==> src/hdl/lcdTiming_macros.svh <==
`ifndef LCD_TIMING_MACROS_SVH
`define LCD_TIMING_MACROS_SVH

// characters on one display row, one per bit of the shown value
`define LCD_LINE_CHARS 16

// the counts below are in clock cycles and are kept short for simulation
// a board build scales them up to the datasheet times for its clock

// rs and data stable before enable rises
`define LCD_SETUP_CYCLES 2

// width of the enable pulse
`define LCD_PULSE_CYCLES 4

// settle time after an ordinary instruction or character write
`define LCD_WAIT_CYCLES 8

// settle time after the clear display instruction
`define LCD_CLEAR_WAIT_CYCLES 40

// delay from reset release until the first setup command
`define LCD_POWERUP_CYCLES 20

`endif

==> src/hdl/lcdPkg.sv <==
// shared types and HD44780 command bytes for the binary value display
package lcdPkg;

	// one write toward the display
	// it is passed from a requester through the arbiter to the bus driver
	typedef struct packed {
		// register select, low for an instruction and high for character data
		logic rs;
		// byte placed on the eight-bit LCD data bus
		logic [7:0] data;
		// set on the final item of a transfer so the arbiter can release its grant
		logic last;
	} lcdCharReq_t;

	// function set for an eight-bit interface, two display lines and the 5x8 font
	localparam logic [7:0] CMD_FUNCTION_SET = 8'h38;

	// display on with the cursor and blink both off
	localparam logic [7:0] CMD_DISPLAY_ON = 8'h0C;

	// entry mode where the address counter increments and the display never shifts
	localparam logic [7:0] CMD_ENTRY_MODE = 8'h06;

	// clear display, the one command that needs the long settle time
	localparam logic [7:0] CMD_CLEAR = 8'h01;

	// set DDRAM address to the first column of the top row
	localparam logic [7:0] CMD_ROW0_ADDR = 8'h80;

	// set DDRAM address to the first column of the bottom row (DDRAM 0x40)
	localparam logic [7:0] CMD_ROW1_ADDR = 8'hC0;

	// ASCII digits shown for a clear bit and for a set bit
	localparam logic [7:0] CHAR_ZERO = 8'h30;
	localparam logic [7:0] CHAR_ONE = 8'h31;

endpackage

==> src/hdl/lcdArbiter.sv <==
`timescale 1ns/1ns

module lcdArbiter (
	input logic clock,
	input logic rstN,
	input lcdPkg::lcdCharReq_t initReq,
	input logic initValid,
	output logic initReady,
	input lcdPkg::lcdCharReq_t row0Req,
	input logic row0Valid,
	output logic row0Ready,
	input lcdPkg::lcdCharReq_t row1Req,
	input logic row1Valid,
	output logic row1Ready,
	output lcdPkg::lcdCharReq_t busReq,
	output logic busValid,
	input logic busReady
);

	typedef enum logic [1:0] {GRANT_INIT, GRANT_ROW0, GRANT_ROW1} grant_t;

	grant_t grant;
	grant_t pick;
	logic pickValid;
	logic locked;
	// high once the setup commands are through, rows wait until then
	logic initDone;
	// low prefers row 0 when both rows are waiting
	logic rrPtr;
	logic lastDone;

	assign lastDone = locked && busValid && busReady && busReq.last;

	// choose the next owner, the initializer always wins
	always_comb begin
		pick = GRANT_INIT;
		pickValid = 1'b1;
		if (initValid)
			pick = GRANT_INIT;
		else if (initDone && row0Valid && row1Valid)
			pick = rrPtr ? GRANT_ROW1 : GRANT_ROW0;
		else if (initDone && row0Valid)
			pick = GRANT_ROW0;
		else if (initDone && row1Valid)
			pick = GRANT_ROW1;
		else
			pickValid = 1'b0;
	end

	always_ff @(posedge clock) begin
		if (!rstN) begin
			grant <= GRANT_INIT;
			locked <= 1'b0;
			initDone <= 1'b0;
			rrPtr <= 1'b0;
		end else if (!locked) begin
			if (pickValid) begin
				grant <= pick;
				locked <= 1'b1;
			end
		end else if (lastDone) begin
			// the transfer is complete, release and step the pointer past this row
			locked <= 1'b0;
			case (grant)
				GRANT_INIT: initDone <= 1'b1;
				GRANT_ROW0: rrPtr <= 1'b1;
				default: rrPtr <= 1'b0;
			endcase
		end
	end

	// the owner sees the bus handshake directly, everyone else sees ready low
	always_comb begin
		busReq = initReq;
		busValid = 1'b0;
		initReady = 1'b0;
		row0Ready = 1'b0;
		row1Ready = 1'b0;
		if (locked) begin
			case (grant)
				GRANT_INIT: begin
					busReq = initReq;
					busValid = initValid;
					initReady = busReady;
				end
				GRANT_ROW0: begin
					busReq = row0Req;
					busValid = row0Valid;
					row0Ready = busReady;
				end
				default: begin
					busReq = row1Req;
					busValid = row1Valid;
					row1Ready = busReady;
				end
			endcase
		end
	end

endmodule

==> src/hdl/lcdBinaryDisplay.sv <==
`timescale 1ns/1ns

module lcdBinaryDisplay (
	input logic clock,
	input logic rstN,
	input logic [15:0] line0Value,
	input logic line0Valid,
	output logic line0Ready,
	input logic [15:0] line1Value,
	input logic line1Valid,
	output logic line1Ready,
	output logic lcdOn,
	output logic lcdBlon,
	output logic lcdRw,
	output logic lcdEn,
	output logic lcdRs,
	output logic [7:0] lcdData
);

	lcdPkg::lcdCharReq_t initReq;
	lcdPkg::lcdCharReq_t row0Req;
	lcdPkg::lcdCharReq_t row1Req;
	lcdPkg::lcdCharReq_t busReq;
	logic initValid;
	logic initReady;
	logic row0Valid;
	logic row0Ready;
	logic row1Valid;
	logic row1Ready;
	logic busValid;
	logic busReady;

	// setup commands, sent once after reset
	lcdInit lcdInit_i (
		.clock(clock),
		.rstN(rstN),
		.req(initReq),
		.reqValid(initValid),
		.reqReady(initReady)
	);

	// top row formatter
	lineFormatter #(
		.ROW_ADDR(lcdPkg::CMD_ROW0_ADDR)
	) lineFormatter0_i (
		.clock(clock),
		.rstN(rstN),
		.lineValue(line0Value),
		.lineValid(line0Valid),
		.lineReady(line0Ready),
		.req(row0Req),
		.reqValid(row0Valid),
		.reqReady(row0Ready)
	);

	// bottom row formatter
	lineFormatter #(
		.ROW_ADDR(lcdPkg::CMD_ROW1_ADDR)
	) lineFormatter1_i (
		.clock(clock),
		.rstN(rstN),
		.lineValue(line1Value),
		.lineValid(line1Valid),
		.lineReady(line1Ready),
		.req(row1Req),
		.reqValid(row1Valid),
		.reqReady(row1Ready)
	);

	// one owner of the write bus at a time, held for a whole transfer
	lcdArbiter lcdArbiter_i (
		.clock(clock),
		.rstN(rstN),
		.initReq(initReq),
		.initValid(initValid),
		.initReady(initReady),
		.row0Req(row0Req),
		.row0Valid(row0Valid),
		.row0Ready(row0Ready),
		.row1Req(row1Req),
		.row1Valid(row1Valid),
		.row1Ready(row1Ready),
		.busReq(busReq),
		.busValid(busValid),
		.busReady(busReady)
	);

	// pin timing toward the display
	lcdBusDriver lcdBusDriver_i (
		.clock(clock),
		.rstN(rstN),
		.busReq(busReq),
		.busValid(busValid),
		.busReady(busReady),
		.lcdRs(lcdRs),
		.lcdRw(lcdRw),
		.lcdEn(lcdEn),
		.lcdData(lcdData)
	);

	// panel power and backlight stay on
	assign lcdOn = 1'b1;
	assign lcdBlon = 1'b1;

endmodule

==> src/hdl/lcdBusDriver.sv <==
`timescale 1ns/1ns
`include "lcdTiming_macros.svh"

module lcdBusDriver (
	input logic clock,
	input logic rstN,
	input lcdPkg::lcdCharReq_t busReq,
	input logic busValid,
	output logic busReady,
	output logic lcdRs,
	output logic lcdRw,
	output logic lcdEn,
	output logic [7:0] lcdData
);

	// the counter has to hold the longest of the phase lengths
	localparam int MAX_A = (`LCD_SETUP_CYCLES > `LCD_PULSE_CYCLES) ?
		`LCD_SETUP_CYCLES : `LCD_PULSE_CYCLES;
	localparam int MAX_B = (`LCD_WAIT_CYCLES > `LCD_CLEAR_WAIT_CYCLES) ?
		`LCD_WAIT_CYCLES : `LCD_CLEAR_WAIT_CYCLES;
	localparam int MAX_CYC = (MAX_A > MAX_B) ? MAX_A : MAX_B;
	localparam int CNT_W = $clog2(MAX_CYC + 1);

	// terminal counts of each phase
	localparam logic [CNT_W-1:0] SETUP_LAST = CNT_W'(`LCD_SETUP_CYCLES - 1);
	localparam logic [CNT_W-1:0] PULSE_LAST = CNT_W'(`LCD_PULSE_CYCLES - 1);
	localparam logic [CNT_W-1:0] WAIT_LAST = CNT_W'(`LCD_WAIT_CYCLES - 1);
	localparam logic [CNT_W-1:0] CLEAR_LAST = CNT_W'(`LCD_CLEAR_WAIT_CYCLES - 1);

	typedef enum logic [1:0] {IDLE, SETUP, PULSE, SETTLE} busState_t;

	busState_t state;
	logic [CNT_W-1:0] cycleCnt;
	logic longWait;
	logic rsReg;
	logic [7:0] dataReg;
	logic [CNT_W-1:0] settleLast;

	// only a clear instruction needs the long settle time
	assign settleLast = longWait ? CLEAR_LAST : WAIT_LAST;

	always_ff @(posedge clock) begin
		if (!rstN) begin
			state <= IDLE;
			cycleCnt <= '0;
			longWait <= 1'b0;
		end else begin
			case (state)
				IDLE: begin
					if (busValid) begin
						state <= SETUP;
						cycleCnt <= '0;
						longWait <= !busReq.rs && (busReq.data == lcdPkg::CMD_CLEAR);
					end
				end
				SETUP: begin
					if (cycleCnt == SETUP_LAST) begin
						state <= PULSE;
						cycleCnt <= '0;
					end else
						cycleCnt <= cycleCnt + 1'b1;
				end
				PULSE: begin
					// the display latches on the falling edge at the end of this phase
					if (cycleCnt == PULSE_LAST) begin
						state <= SETTLE;
						cycleCnt <= '0;
					end else
						cycleCnt <= cycleCnt + 1'b1;
				end
				default: begin
					if (cycleCnt == settleLast)
						state <= IDLE;
					else
						cycleCnt <= cycleCnt + 1'b1;
				end
			endcase
		end
	end

	// rs and data stay put from acceptance until the next item is taken
	// so they are stable across setup, pulse and settle
	always_ff @(posedge clock) begin
		if (!rstN) begin
			rsReg <= 1'b0;
			dataReg <= '0;
		end else if (state == IDLE && busValid) begin
			rsReg <= busReq.rs;
			dataReg <= busReq.data;
		end
	end

	assign busReady = (state == IDLE);
	assign lcdEn = (state == PULSE);
	assign lcdRs = rsReg;
	assign lcdData = dataReg;
	// the display is never read, so the bus is always in write mode
	assign lcdRw = 1'b0;

endmodule

==> src/hdl/lcdInit.sv <==
`timescale 1ns/1ns
`include "lcdTiming_macros.svh"

module lcdInit (
	input logic clock,
	input logic rstN,
	output lcdPkg::lcdCharReq_t req,
	output logic reqValid,
	input logic reqReady
);

	localparam int PWR_W = $clog2(`LCD_POWERUP_CYCLES + 1);
	localparam logic [PWR_W-1:0] PWR_LAST = PWR_W'(`LCD_POWERUP_CYCLES - 1);

	typedef enum logic [1:0] {POWER_WAIT, SEND, DONE} initState_t;

	initState_t state;
	logic [PWR_W-1:0] powerCnt;
	logic [1:0] step;

	// wait out the power-up time, then hand the four commands over as one transfer
	always_ff @(posedge clock) begin
		if (!rstN) begin
			state <= POWER_WAIT;
			powerCnt <= '0;
			step <= '0;
		end else begin
			case (state)
				POWER_WAIT: begin
					if (powerCnt == PWR_LAST)
						state <= SEND;
					else
						powerCnt <= powerCnt + 1'b1;
				end
				SEND: begin
					if (reqReady) begin
						step <= step + 1'b1;
						// the clear was the fourth command, nothing is ever sent again
						if (step == 2'd3)
							state <= DONE;
					end
				end
				default: state <= DONE;
			endcase
		end
	end

	// command order follows the HD44780 eight-bit setup sequence
	always_comb begin
		req.rs = 1'b0;
		req.last = (step == 2'd3);
		case (step)
			2'd0: req.data = lcdPkg::CMD_FUNCTION_SET;
			2'd1: req.data = lcdPkg::CMD_DISPLAY_ON;
			2'd2: req.data = lcdPkg::CMD_ENTRY_MODE;
			default: req.data = lcdPkg::CMD_CLEAR;
		endcase
	end

	assign reqValid = (state == SEND);

endmodule

==> src/hdl/lineFormatter.sv <==
`timescale 1ns/1ns
`include "lcdTiming_macros.svh"

module lineFormatter #(
	// DDRAM address command of the row this instance writes
	parameter logic [7:0] ROW_ADDR = lcdPkg::CMD_ROW0_ADDR
) (
	input logic clock,
	input logic rstN,
	input logic [15:0] lineValue,
	input logic lineValid,
	output logic lineReady,
	output lcdPkg::lcdCharReq_t req,
	output logic reqValid,
	input logic reqReady
);

	// index 0 is the address command, 1 up to LCD_LINE_CHARS are the digits
	localparam int IDX_W = $clog2(`LCD_LINE_CHARS + 1);
	localparam logic [IDX_W-1:0] LAST_IDX = IDX_W'(`LCD_LINE_CHARS);

	logic busy;
	logic [IDX_W-1:0] charIdx;
	logic [15:0] shiftVal;
	logic itemDone;

	assign itemDone = reqValid && reqReady;

	// control state, cleared by reset
	always_ff @(posedge clock) begin
		if (!rstN) begin
			busy <= 1'b0;
			charIdx <= '0;
		end else if (!busy) begin
			if (lineValid) begin
				busy <= 1'b1;
				charIdx <= '0;
			end
		end else if (itemDone) begin
			// the row stays owned until its final digit has gone out
			if (charIdx == LAST_IDX)
				busy <= 1'b0;
			else
				charIdx <= charIdx + 1'b1;
		end
	end

	// captured value, shifted so the next digit to send is always in bit 15
	always_ff @(posedge clock) begin
		if (!busy && lineValid)
			shiftVal <= lineValue;
		else if (itemDone && charIdx != '0)
			shiftVal <= {shiftVal[14:0], 1'b0};
	end

	// the address goes out first as an instruction, then the digits MSB first
	always_comb begin
		if (charIdx == '0) begin
			req.rs = 1'b0;
			req.data = ROW_ADDR;
		end else begin
			req.rs = 1'b1;
			req.data = shiftVal[15] ? lcdPkg::CHAR_ONE : lcdPkg::CHAR_ZERO;
		end
		req.last = (charIdx == LAST_IDX);
	end

	// a new value is only taken while no row is in flight
	assign lineReady = !busy;
	assign reqValid = busy;

endmodule

==> config.mk <==
export PLATFORM = sky130hd
export DESIGN_NAME = lcdBinaryDisplay
export DESIGN_NICKNAME = d
export VERILOG_FILES = /design/src/hdl/lcdPkg.sv /design/src/hdl/lcdArbiter.sv /design/src/hdl/lcdBinaryDisplay.sv /design/src/hdl/lcdBusDriver.sv /design/src/hdl/lcdInit.sv /design/src/hdl/lineFormatter.sv
export VERILOG_INCLUDE_DIRS = /design/src /design/src/hdl
export SDC_FILE = /design/constraint.sdc
export NUM_CORES = 1
export LEC_CHECK = 0
export BUFFER_PORTS_ARGS = -buffer_cell sky130_fd_sc_hd__buf_2
export CORE_UTILIZATION = 50
export DETAILED_ROUTE_END_ITERATION = 10
export PLACE_DENSITY = 0.77
export SLEW_MARGIN = 30
export SYNTH_ARGS = -nofsm -noshare
export SYNTH_HDL_FRONTEND = slang
export SYNTH_HIERARCHICAL = 1
export SYNTH_SLANG_ARGS = --single-unit
==> constraint.sdc <==
create_clock -name clock -period 2.3 [get_ports clock]
set_clock_uncertainty 0.05 [all_clocks]
set_input_delay 0.23 -clock clock [delete_from_list [all_inputs] [get_ports clock]]
set_output_delay 0.23 -clock clock [all_outputs]
set_load 0.03 [all_outputs]
==> impl_metrics.env <==
export IMPL_outcome="completed"
export IMPL_grt_first_pass_wirelength_um=13200
export IMPL_coreArea_mm2=0.00826
export IMPL_drive_above_1_share_pct=26.1
export IMPL_wirelength_um=7740
export IMPL_setup_ws_ps=167
export IMPL_finalInstanceArea_mm2=0.00482
export IMPL_post_place_ws_ps=98.2
export IMPL_via_per_inst=5.45
export IMPL_cts_tree="yes"
export IMPL_firstDrtPassIters=4
export IMPL_cts_hold_fix_buffers=0
export IMPL_grt_overflow=0
export IMPL_startpoint_type="flop"
export IMPL_path_clk_slew_ps=90
export IMPL_most_common_layout_cells="47 x buf_2, 44 x nand2_1, 43 x dfxtp_1"
export IMPL_critical_path_class="reg -> reg"
export IMPL_initial_utilization_pct=51.9
export IMPL_core_rowCount=33
export IMPL_antenna_cells=0
export IMPL_io_buffers=47
export IMPL_vdd_ir_drop_max_uv=393
export IMPL_seqCellArea_mm2=0.00184
export IMPL_num_io_pins=51
export IMPL_fmax_ghz=0.469
export IMPL_dieWidth_um=94.6
export IMPL_p_leak_nw=1.82
export IMPL_timing_reg2reg_setup_slack_ps=170
export IMPL_critPathMaxFanout=3
export IMPL_min_period_over_period_pct=92.7
export IMPL_cpLargestDelayFamily="simple AND/OR/NAND/NOR gates"
export IMPL_drcViolationCount=0
export IMPL_min_path_type="in -> reg"
export IMPL_clk_latency_ps=350
export IMPL_multi_input_area_mm2=0.00217
export IMPL_maxCapViolations=0
export IMPL_postSynthAreaPerCell_um2=10.1
export IMPL_grt_pass1_vias=3103
export IMPL_yosys_warnings=6
export IMPL_slew_viol_final=0
export IMPL_crit_arrival_ps=2360
export IMPL_gp_congestion=0.906
export IMPL_die_area_mm2=0.00895
export IMPL_clock_tree_root_cell="clkbuf_8"
export IMPL_p_per_area_mw_per_mm2=594
export IMPL_antenna_left=0
export IMPL_final_hold_viol_count=0
export IMPL_final_common_cell="buf_2"
export IMPL_rsz0062_at_grt="no"
export IMPL_endpoint_kind="flop"
export IMPL_hold_ws_ps=104
export IMPL_period_needed_ps=2130
export IMPL_nets=522
export IMPL_syn_to_final_growth_pct=12.4
export IMPL_fillers=720
export IMPL_path_cells="inv_1 > ha_2 > nor3b_4 > nor2b_4 > buf_4 > nand3b_1 > o21ai_1 > a21oi_1 > nor4_1 > nand4b_1 > a21boi_0"
export IMPL_slowest_stage="dfxtp_1"
export IMPL_syn_inst=424
export IMPL_crit_required_ps=2530
export IMPL_dp_hpwl_um=5560
export IMPL_num_vias=3162
export IMPL_h_tree_depth=3
export IMPL_clkSinkCount=76
export IMPL_cts_buffers=9
export IMPL_grt_max_degree=27
export IMPL_cts_buffer_depth=2
export IMPL_setup_tns_ps=0
export IMPL_critPathBufInv=2
export IMPL_dpl_cell_area_mm2=0.00457
export IMPL_setup_viol=0
export IMPL_fp_dieH_um=94.6
export IMPL_drtIter0Drc=171
export IMPL_antenna_found_initial=0
export IMPL_wl_per_cell_um=13.3
export IMPL_max_stage_delay_ps=360
export IMPL_grt_usage_pct=18.8
export IMPL_netlist_area_mm2=0.00429
## where the power goes
part           total (mW)  internal, mW  switching (mW)
clock network        1.12         0.612           0.507
logic               0.254         0.125           0.129
registers            1.49          1.47          0.0208
total                2.86          2.20           0.657
## final cells by class
type / instances / area share, %
inverter: 22 / 1.82
clock buffer: 10 / 2.65
timing repair buffer: 63 / 7.63
clock inverter: 6 / 1.82
multi-input combinational: 298 / 45.1
tap: 105 / 2.73
sequential: 76 / 38.2
## metrics by stage
step | total power [mW] | std cells | utilization, %
floorplan | 1.71 | 432 | -
global placement | 1.76 | 564 | 55.4
detailed placement | 1.77 | 564 | 55.4
CTS | 2.90 | 580 | 58.0
global route | 2.98 | 580 | 58.4
finish | 2.86 | 580 | 58.4
## registers in the layout, indices dropped and copies added, names as in the netlist
name                       count
lcdBusDriver_i/lcdRs           1
lcdInit_i/state                2
lcdArbiter_i/initDone          1
lcdBusDriver_i/lcdData         8
lineFormatter1_i/shiftVal     16
lcdArbiter_i/locked            1
lineFormatter0_i/charIdx       5
lcdInit_i/step                 2
lcdBusDriver_i/cycleCnt        6
lcdArbiter_i/grant             2
lineFormatter1_i/reqValid      1
lineFormatter0_i/reqValid      1
lineFormatter1_i/charIdx       5
lcdBusDriver_i/state           2
lcdInit_i/powerCnt             5
lcdArbiter_i/rrPtr             1
lcdBusDriver_i/longWait        1
lineFormatter0_i/shiftVal     16
## worst paths after layout
check        depth (start not counted)                                    endpoint                                startpoint
max                                 11        lcdBusDriver_i/longWait$_SDFFE_PN0P_  lineFormatter0_i/charIdx[0]$_SDFFE_PN0P_
min                                  2  lineFormatter0_i/shiftVal[0]$_SDFFCE_PN0P_                             line0Value[0]
max reg2reg                         11        lcdBusDriver_i/longWait$_SDFFE_PN0P_  lineFormatter0_i/charIdx[0]$_SDFFE_PN0P_
min reg2reg                          2           lcdBusDriver_i/lcdRs$_SDFFE_PN0P_         lcdBusDriver_i/lcdRs$_SDFFE_PN0P_
## timing repair
item                       4_1_cts  5_1_grt
setup endpoints to repair        0        7
buffers inserted                 0        0
resized for setup                0        9
## per-layer routing
| layer | track usage (%) | vias up | share of wire, % |
|---|---|---|---|
| met2 | 31.6 | 75 | 47 |
| met4 | 5.43 | 0 | 0.80 |
| met5 | 0 | - | 0 |
| met3 | 5.88 | 7 | 4.9 |
| met1 | 23.1 | 1484 | 47 |
| li1 | - | 1596 | - |
Note: power is estimated with default switching activity, not from simulation.
